===== src/source/agusec_pkg.sv =====
package agusec_pkg;

  // field widths of the compressed pointer
  localparam int ADDR_W = 40;
  localparam int EXP_W = 5;

  typedef struct packed {
    logic [3:0]        reserved;
    logic              on_low;
    logic [EXP_W-1:0]  exp;
    logic [6:0]        hi;
    logic [6:0]        low;
    logic [ADDR_W-1:0] addr;
  } cap_ptr_t;

  typedef struct packed {
    cap_ptr_t          ptr;
    logic [ADDR_W-1:0] opa;
    logic [ADDR_W-1:0] opb;
    logic [7:0]        tag;
  } check_req_t;

  typedef enum logic [1:0] {
    FAULT_NONE  = 2'd0,
    FAULT_BELOW = 2'd1,
    FAULT_ABOVE = 2'd2,
    FAULT_UPPER = 2'd3
  } fault_e;

  // fault on top so the struct lines up with the read data word
  typedef struct packed {
    fault_e     fault;
    logic       pass;
    logic [7:0] tag;
  } check_res_t;

  // wishbone word addresses
  typedef enum logic [1:0] {
    REG_PTR    = 2'd0,
    REG_OPA    = 2'd1,
    REG_OPB_GO = 2'd2,
    REG_RESULT = 2'd3
  } reg_addr_e;

endpackage


===== src/source/agusec_collect.sv =====
`timescale 1ns/1ps

module agusec_collect #(
  parameter int LANES = 4,
  parameter int QUEUE_DEPTH = 4
) (
  input  logic                   clk,
  input  logic                   rst_n,
  input  logic [LANES-1:0]       res_valid,
  input  agusec_pkg::check_res_t res [LANES],
  input  logic                   pop,
  output logic                   res_avail,
  output agusec_pkg::check_res_t head
);

  localparam int PTR_W = (QUEUE_DEPTH > 1) ? $clog2(QUEUE_DEPTH) : 1;
  localparam int CNT_W = $clog2(QUEUE_DEPTH + 1);

  agusec_pkg::check_res_t mem [QUEUE_DEPTH];
  agusec_pkg::check_res_t sel;
  logic [PTR_W-1:0]       wr_ptr;
  logic [PTR_W-1:0]       rd_ptr;
  logic [CNT_W-1:0]       count;
  logic                   push;
  logic                   full;

  // lanes finish in issue order and one at a time
  always_comb
  begin
    sel = '0;
    for (int i = 0; i < LANES; i++)
    begin
      if (res_valid[i])
        sel = res[i];
    end
  end

  assign push      = |res_valid;
  assign full      = count == QUEUE_DEPTH;
  assign res_avail = count != '0;
  assign head      = mem[rd_ptr];

  always_ff @(posedge clk)
  begin
    if (push)
      mem[wr_ptr] <= sel;
  end

  always_ff @(posedge clk)
  begin
    if (!rst_n)
    begin
      wr_ptr <= '0;
      rd_ptr <= '0;
      count  <= '0;
    end
    else
    begin
      if (push)
        wr_ptr <= (wr_ptr == PTR_W'(QUEUE_DEPTH - 1)) ? '0 : wr_ptr + 1'b1;
      if (pop)
        rd_ptr <= (rd_ptr == PTR_W'(QUEUE_DEPTH - 1)) ? '0 : rd_ptr + 1'b1;
      if (push && !pop)
        count <= count + 1'b1;
      else if (pop && !push)
        count <= count - 1'b1;
    end
  end

  a_one_result: assert property (@(posedge clk) disable iff (!rst_n) $onehot0(res_valid));
  // dispatch back-pressure keeps the queue from overflowing
  a_no_overflow: assert property (@(posedge clk) disable iff (!rst_n) push |-> !full || pop);
  a_no_underflow: assert property (@(posedge clk) disable iff (!rst_n) pop |-> res_avail);

endmodule


===== src/source/agusec_dispatch.sv =====
`timescale 1ns/1ps

module agusec_dispatch #(
  parameter int LANES = 4,
  parameter int QUEUE_DEPTH = 4
) (
  input  logic                   clk,
  input  logic                   rst_n,
  input  logic                   wb_cyc,
  input  logic                   wb_stb,
  input  logic                   wb_we,
  input  agusec_pkg::reg_addr_e  wb_adr,
  input  logic [63:0]            wb_dat_w,
  output logic [63:0]            wb_dat_r,
  output logic                   wb_ack,
  output agusec_pkg::check_req_t req,
  output logic [LANES-1:0]       issue,
  input  logic                   res_avail,
  input  agusec_pkg::check_res_t head,
  output logic                   pop
);

  localparam int RR_W = (LANES > 1) ? $clog2(LANES) : 1;
  localparam int CNT_W = $clog2(QUEUE_DEPTH + 1);

  agusec_pkg::cap_ptr_t                ptr_q;
  logic [agusec_pkg::ADDR_W-1:0]       opa_q;
  logic [agusec_pkg::ADDR_W-1:0]       opb_q;
  logic [7:0]                          tag_q;
  logic [RR_W-1:0]                     rr_q;
  logic [CNT_W-1:0]                    cnt_q;
  logic                                bus_req;
  logic                                room;
  logic                                launch;
  logic                                read_go;
  logic                                ack_go;

  assign bus_req = wb_cyc && wb_stb && !wb_ack; // new cycle rather than the ack beat
  assign room    = cnt_q < QUEUE_DEPTH;
  assign launch  = bus_req && wb_we && wb_adr == agusec_pkg::REG_OPB_GO && room;
  assign read_go = bus_req && !wb_we && wb_adr == agusec_pkg::REG_RESULT && res_avail;
  assign ack_go  = launch || read_go ||
                   (bus_req && wb_we && wb_adr != agusec_pkg::REG_OPB_GO) ||
                   (bus_req && !wb_we && wb_adr != agusec_pkg::REG_RESULT);

  assign req = '{ptr: ptr_q, opa: opa_q, opb: opb_q, tag: tag_q};

  always_ff @(posedge clk)
  begin
    if (!rst_n)
    begin
      wb_ack <= 1'b0;
      issue  <= '0;
      pop    <= 1'b0;
      tag_q  <= '0;
      rr_q   <= '0;
      cnt_q  <= '0;
    end
    else
    begin
      wb_ack <= ack_go;
      pop    <= read_go;
      issue  <= launch ? (LANES'(1) << rr_q) : '0;
      if (launch)
        rr_q <= (rr_q == RR_W'(LANES - 1)) ? '0 : rr_q + 1'b1;
      if (|issue)
        tag_q <= tag_q + 8'd1; // wraps at 8 bits
      if (|issue && !pop)
        cnt_q <= cnt_q + 1'b1;
      else if (!(|issue) && pop)
        cnt_q <= cnt_q - 1'b1;
    end
  end

  always_ff @(posedge clk)
  begin
    if (bus_req && wb_we && wb_adr == agusec_pkg::REG_PTR)
      ptr_q <= agusec_pkg::cap_ptr_t'(wb_dat_w);
    if (bus_req && wb_we && wb_adr == agusec_pkg::REG_OPA)
      opa_q <= wb_dat_w[agusec_pkg::ADDR_W-1:0];
    if (launch)
      opb_q <= wb_dat_w[agusec_pkg::ADDR_W-1:0];
    wb_dat_r <= read_go ? {{(64 - $bits(agusec_pkg::check_res_t)){1'b0}}, head} : '0;
  end

  a_issue_onehot: assert property (@(posedge clk) disable iff (!rst_n) $onehot0(issue));
  a_cnt_limit: assert property (@(posedge clk) disable iff (!rst_n) cnt_q <= QUEUE_DEPTH);

endmodule


===== src/source/agusec_lane.sv =====
`timescale 1ns/1ps

module agusec_lane (
  input  logic                   clk,
  input  logic                   rst_n,
  input  logic                   issue,
  input  agusec_pkg::check_req_t req,
  output logic                   res_valid,
  output agusec_pkg::check_res_t res
);

  logic                          s1_valid;
  logic [agusec_pkg::ADDR_W-1:0] s1_eff;
  agusec_pkg::cap_ptr_t          s1_ptr;
  logic [7:0]                    s1_tag;
  logic                          hi_less;
  logic                          upper_eq;
  logic                          upper_next;
  logic                          below;
  logic                          above;
  agusec_pkg::fault_e            fault;

  // stage 1 effective address
  always_ff @(posedge clk)
  begin
    if (issue)
    begin
      s1_eff <= req.opa + req.opb;
      s1_ptr <= req.ptr;
      s1_tag <= req.tag;
    end
  end

  agusec_upper_check u_upper (
    .ptr        (s1_ptr),
    .eff        (s1_eff),
    .hi_less    (hi_less),
    .upper_eq   (upper_eq),
    .upper_next (upper_next)
  );

  agusec_range u_range (
    .ptr   (s1_ptr),
    .eff   (s1_eff),
    .below (below),
    .above (above)
  );

  always_comb
  begin
    fault = agusec_pkg::FAULT_NONE;
    if (&s1_ptr.exp)
      fault = agusec_pkg::FAULT_NONE; // full address space
    else if (!hi_less)
    begin
      if (!upper_eq)
        fault = agusec_pkg::FAULT_UPPER;
      else if (below)
        fault = agusec_pkg::FAULT_BELOW;
      else if (above)
        fault = agusec_pkg::FAULT_ABOVE;
    end
    else if (upper_eq)
      fault = below ? agusec_pkg::FAULT_BELOW : agusec_pkg::FAULT_NONE;
    else if (upper_next)
      fault = above ? agusec_pkg::FAULT_ABOVE : agusec_pkg::FAULT_NONE;
    else
      fault = agusec_pkg::FAULT_UPPER;
  end

  // stage 2 verdict
  always_ff @(posedge clk)
  begin
    if (!rst_n)
    begin
      s1_valid  <= 1'b0;
      res_valid <= 1'b0;
    end
    else
    begin
      s1_valid  <= issue;
      res_valid <= s1_valid;
    end
  end

  always_ff @(posedge clk)
  begin
    if (s1_valid)
      res <= '{fault: fault, pass: fault == agusec_pkg::FAULT_NONE, tag: s1_tag};
  end

endmodule


===== src/source/agusec_range.sv =====
`timescale 1ns/1ps

module agusec_range (
  input  agusec_pkg::cap_ptr_t          ptr,
  input  logic [agusec_pkg::ADDR_W-1:0] eff,
  output logic                          below,
  output logic                          above
);

  logic [agusec_pkg::ADDR_W-1:0] shifted;
  logic [7:0]                    window;
  logic [7:0]                    low_ext;
  logic [7:0]                    hi_ext;

  // eight bits from position exp
  assign shifted = eff >> ptr.exp;
  assign window  = shifted[7:0];

  // bounds are stored at half resolution
  assign low_ext = {ptr.low, 1'b0};
  assign hi_ext  = {ptr.hi, 1'b1};

  assign below = window < low_ext;
  assign above = window > hi_ext;

endmodule


===== src/source/agusec_unit.sv =====
`timescale 1ns/1ps

module agusec_unit #(
  parameter int LANES = 4,
  parameter int QUEUE_DEPTH = 4
) (
  input  logic                  clk,
  input  logic                  rst_n,
  input  logic                  wb_cyc,
  input  logic                  wb_stb,
  input  logic                  wb_we,
  input  agusec_pkg::reg_addr_e wb_adr,
  input  logic [63:0]           wb_dat_w,
  output logic [63:0]           wb_dat_r,
  output logic                  wb_ack
);

  agusec_pkg::check_req_t req;
  logic [LANES-1:0]       issue;
  logic [LANES-1:0]       res_valid;
  agusec_pkg::check_res_t lane_res [LANES];
  logic                   res_avail;
  agusec_pkg::check_res_t head;
  logic                   pop;

  agusec_dispatch #(
    .LANES       (LANES),
    .QUEUE_DEPTH (QUEUE_DEPTH)
  ) u_dispatch (
    .clk       (clk),
    .rst_n     (rst_n),
    .wb_cyc    (wb_cyc),
    .wb_stb    (wb_stb),
    .wb_we     (wb_we),
    .wb_adr    (wb_adr),
    .wb_dat_w  (wb_dat_w),
    .wb_dat_r  (wb_dat_r),
    .wb_ack    (wb_ack),
    .req       (req),
    .issue     (issue),
    .res_avail (res_avail),
    .head      (head),
    .pop       (pop)
  );

  for (genvar i = 0; i < LANES; i++)
  begin : g_lane
    agusec_lane u_lane (
      .clk       (clk),
      .rst_n     (rst_n),
      .issue     (issue[i]),
      .req       (req),
      .res_valid (res_valid[i]),
      .res       (lane_res[i])
    );
  end

  agusec_collect #(
    .LANES       (LANES),
    .QUEUE_DEPTH (QUEUE_DEPTH)
  ) u_collect (
    .clk       (clk),
    .rst_n     (rst_n),
    .res_valid (res_valid),
    .res       (lane_res),
    .pop       (pop),
    .res_avail (res_avail),
    .head      (head)
  );

endmodule


===== src/source/agusec_upper_check.sv =====
`timescale 1ns/1ps

module agusec_upper_check (
  input  agusec_pkg::cap_ptr_t          ptr,
  input  logic [agusec_pkg::ADDR_W-1:0] eff,
  output logic                          hi_less,
  output logic                          upper_eq,
  output logic                          upper_next
);

  logic [5:0]                    shamt;
  logic [agusec_pkg::ADDR_W-1:0] mask;
  logic [agusec_pkg::ADDR_W-1:0] eff_up;
  logic [agusec_pkg::ADDR_W-1:0] ptr_up;
  logic [agusec_pkg::ADDR_W:0]   step;
  logic [agusec_pkg::ADDR_W:0]   ptr_inc;

  // region wraps across a window boundary
  assign hi_less = ptr.hi < ptr.low;

  // bits above exp+7
  assign shamt = {1'b0, ptr.exp} + 6'd8;
  assign mask  = {agusec_pkg::ADDR_W{1'b1}} << shamt;

  assign eff_up = eff & mask;
  assign ptr_up = ptr.addr & mask;

  // one window step in a sum one bit wider so all ones does not wrap to zero
  assign step    = {{agusec_pkg::ADDR_W{1'b0}}, 1'b1} << shamt;
  assign ptr_inc = {1'b0, ptr_up} + step;

  assign upper_eq   = eff_up == ptr_up;
  assign upper_next = {1'b0, eff_up} == ptr_inc;

endmodule


===== config.mk =====
export PLATFORM = sky130hd
export DESIGN_NAME = agusec_unit
export DESIGN_NICKNAME = d
export VERILOG_FILES = /design/src/source/agusec_pkg.sv /design/src/source/agusec_collect.sv /design/src/source/agusec_dispatch.sv /design/src/source/agusec_lane.sv /design/src/source/agusec_range.sv /design/src/source/agusec_unit.sv /design/src/source/agusec_upper_check.sv
export SDC_FILE = /design/constraint.sdc
export NUM_CORES = 2
export LEC_CHECK = 0
export ABC_AREA = 1
export BUFFER_PORTS_ARGS = -buffer_cell sky130_fd_sc_hd__clkbuf_2
export CAP_MARGIN = 10
export CORE_MARGIN = 5
export CORE_UTILIZATION = 40
export CTS_BUF_LIST = sky130_fd_sc_hd__clkbuf_8
export CTS_CLUSTER_DIAMETER = 150
export CTS_CLUSTER_SIZE = 30
export DETAILED_ROUTE_END_ITERATION = 12
export GPL_ROUTABILITY_DRIVEN = 0
export SLEW_MARGIN = 40
export SYNTH_ARGS = -nofsm -noshare
export SYNTH_HDL_FRONTEND = slang
export SYNTH_SLANG_ARGS = --single-unit
export TNS_END_PERCENT = 50

===== constraint.sdc =====
create_clock -name clk -period 15.1 [get_ports clk]
set_input_delay 3.775 -clock clk [delete_from_list [all_inputs] [get_ports clk]]
set_output_delay 3.775 -clock clk [all_outputs]
set_load 0.005 [all_outputs]

==> out/qor.txt <==
Total power = 2970 uW
Post-Route WL = 192,000 microns
Maximum VDD drop = 90.1 uV
Endpoint class of the critical path = flip-flop
Post-CTS sizing = 0
Critical Path RT = 15.62 ns
Multi-input combinational cell area = 0.0279 sq mm
IO buf count = 77
Max Slew Vio Count = 0
Reg2Reg Depth = 27
Die X = 373 microns
Synth async-reset ratio = 0%
Post-synth top area share = 37.3%
Max-cap violations = 0
Critical path arrival = 6.66 ns
Cells after synthesis = 7,184
Mean post-synth cell area = 7.33 sq um
Iteration-0 DRC Markers = 6,684
Clk_lat worst skew = 0.79 ns
Global routing met3 resource utilization = 5.63%
Vias = 49,400
Hold violation total from the final report = 0
Initial DRT Pass Iterations = 9
Most used routing layer = met2
Syn. warnings = 0
CTS tree = yes
Die ar. = 0.139 sq mm
Gr usage total = 26.1%
Share of layout cells above drive strength 1 = 3.99%
Startpoint Class = flip-flop
Period utilization = 40.7%
R2R Setup Slk = 8.96 ns
Min-delay src = g_lane[2].u_lane.s1_tag[7]
# nets final = 7,563
Worst R2R Start = g_lane[1].u_lane.s1_ptr[58]
Core Footprint = 0.131 sq mm
RSZ-0062 raised after global routing = no
Die Y = 373 microns
Register area = 0.0206 sq mm
Reg-to-Reg End = g_lane[1].u_lane.res[9]
Min cycle time layout = 6.14 ns
Final Non-Filler Cells = 8,978
TNS Setup = 0 ns
Post-CTS Hold Buffers = 0
DRC violations left = 0
Max H-tree Level = 1
Routed WL per cell = 21.4 microns
Peak Freq = 0.163 GHz
Synth Cell Area = 0.0527 sq mm
Hold Path Class = flip-flop to flip-flop
Setup CP Type = flip-flop to flip-flop
Initial antenna violation count = 29
Final Skew = 0.0964 ns
Yosys reg bits = 700
Number of synthesized flops with an enable pin = 655
CTS buffer count = 28
Largest net degree at the start of global routing = 83
Routed Antenna Nets = 0
Postcts setup bufs = 0
Clock root cell = clkbuf_8
Final setup fails = 0
Register area share after synthesis = 39.1%
Synth area leaders = edfxtp_1 37%, nand2_1 16%, ha_1 7.0%, inv_1 6.9%, nor2_1 5.9%
Grt total ovfl = 0
M2 GR Usage = 39.4%
Top_reg_cell synth = edfxtp_1
Drt via density = 5.50
Largest area contributor in the synthesized netlist = edfxtp_1
Site Rows = 133
Global-route wire length before repair = 275,000 microns
Max-slew headroom = 35.4%
Pin slew with the least headroom to its limit = 0.945 ns
Most instantiated cells after synthesis = 2,205 x nand2_1, 962 x inv_1, 826 x nor2_1, 655 x edfxtp_1, 429 x o21ai_0
Worst-path clk slew = 0.17 ns
Area Overhead vs Synth = 5.71%
Hold Path Cell Cnt = 0
CP Max Fanout = 14
Hold endpoint = g_lane[2].u_lane.res[7]
CTS Buffer Depth = 3
Pwr dens = 53.4 mW/mm^2
Starting Density = 40.2%
Met1 Use GR = 36.1%
Lkg Pwr = 0.0254 uW
HPWL Detailed = 150,000 microns
I/O Pins = 136
Status = finished clean
CTS sink cnt = 700
Placed insts = 8,911
Number of fill cells in the layout = 13,500
Number of global-route vias before repair = 43,600
Most frequent cell after synthesis = nand2_1
Yosys cell types = 65
## kinds of logic (layout without fill, tap and decap cells)
family / Yosys count / in the layout / synth area share [%]
DFF: 700 / 700 / 39.1
other: 1 / 77 / 0.00712
AOI/OAI and AO/OA: 1015 / 1015 / 10.9
adders and majority gates: 303 / 303 / 7.30
muxes: 3 / 3 / 0.0570
and+or+nand+nor: 3709 / 3709 / 29.1
xor gates and xnor gates: 268 / 268 / 4.51
buffers and inverters: 1185 / 1148 / 9.08
## sequential cells by signal, summed over array words and instances (netlist names), 3 cells and up
name and cells:
u_collect.count 3, g_lane.u_lane.res_valid 4, g_lane.u_lane.s1_tag 32, u_dispatch.wb_dat_r 11, u_dispatch.tag_q 8, u_collect.mem 44, g_lane.u_lane.res 44, u_dispatch.opa_q 40
u_dispatch.issue 4, g_lane.u_lane.s1_ptr 236, g_lane.u_lane.s1_valid 4, g_lane.u_lane.s1_eff 160, u_dispatch.cnt_q 3, u_dispatch.opb_q 40, u_dispatch.req 59
## placed cells by master (no fill, tap or decap), drive strengths merged, types with 29 or more instances in the layout
master	instances
nand3b	44
conb	53
nand4	107
inv	987
nand3	333
nor2	849
ha	296
a21oi	312
dfxtp	45
buf	42
nor3	79
xnor2	119
edfxtp	655
o22ai	29
clkbuf	105
o21ai	455
nand2	2228
xor2	147
## power breakdown
group / internal (uW) / leakage, uW / switching (uW)
registers: 2110 / 0.00627 / 11.1
logic: 24.7 / 0.0189 / 69.5
clock network: 181 / 0.000276 / 578
total: 2310 / 0.0254 / 658
## metrics by stage
step	hold WS, ns	util [%]	worst slack, ns	cell area (sq um)
floorplan	0.400	-	6.41	52900
global placement	0.401	41.8	9.16	54800
detailed placement	0.405	42.0	9.04	55000
CTS	0.438	42.3	8.97	55500
global route	0.450	42.4	8.72	55600
finish	0.442	42.5	8.96	55700
## per-layer routing
| layer | wire [microns] | part of all wire, % |
|---|---|---|
| met1 | 79200 | 41 |
| met4 | 9170 | 4.8 |
| met5 | 57 | 0.030 |
| met2 | 81700 | 43 |
| met3 | 22000 | 11 |
## worst max path at each step
stage	startpoint	end	slack, ns	cells after the start
final	g_lane[1].u_lane.s1_ptr[58]	g_lane[1].u_lane.res[9]	8.96	27
after global routing	g_lane[2].u_lane.s1_ptr[57]	g_lane[2].u_lane.res[10]	8.72	21
after CTS	g_lane[1].u_lane.s1_ptr[58]	g_lane[1].u_lane.res[9]	8.97	22
after detailed placement	g_lane[1].u_lane.s1_ptr[58]	g_lane[1].u_lane.res[9]	9.04	22
after global placement	g_lane[1].u_lane.s1_ptr[58]	g_lane[1].u_lane.res[9]	9.16	23
after floorplan	wb_stb	u_dispatch.req[100]	6.41	4
## cell type report
class	count	share of cell area [%]
flip-flops and latches	700	37.0
multi-input cells	5351	50.0
clock inverters	12	0.189
clock buffers	28	0.692
diodes	24	0.108
inverters	989	6.70
well taps	1755	3.94
repair buffers	119	1.35
## worst max-delay path, cell delays in order, from the launching register on
cell	delay, ns
edfxtp_1	0.62
inv_1	0.33
ha_1	0.69
inv_1	0.29
nand2_1	0.37
buf_4	0.29
nor2_2	0.10
nand2_1	0.14
nor2_1	0.10
fa_1	0.53
nand3_1	0.15
nand3_1	0.25
nand2_1	0.13
nand2_1	0.16
nand2_1	0.10
nand2_1	0.13
nand2_1	0.12
nand2_1	0.05
nand2_1	0.08
nand2_1	0.05
nand2_1	0.05
nand2_1	0.05
nor2_1	0.09
nand3_1	0.10
nor2_1	0.36
nand4_1	0.15
nand2_1	0.28
inv_1	0.08
(Power assumes the default switching activity.)
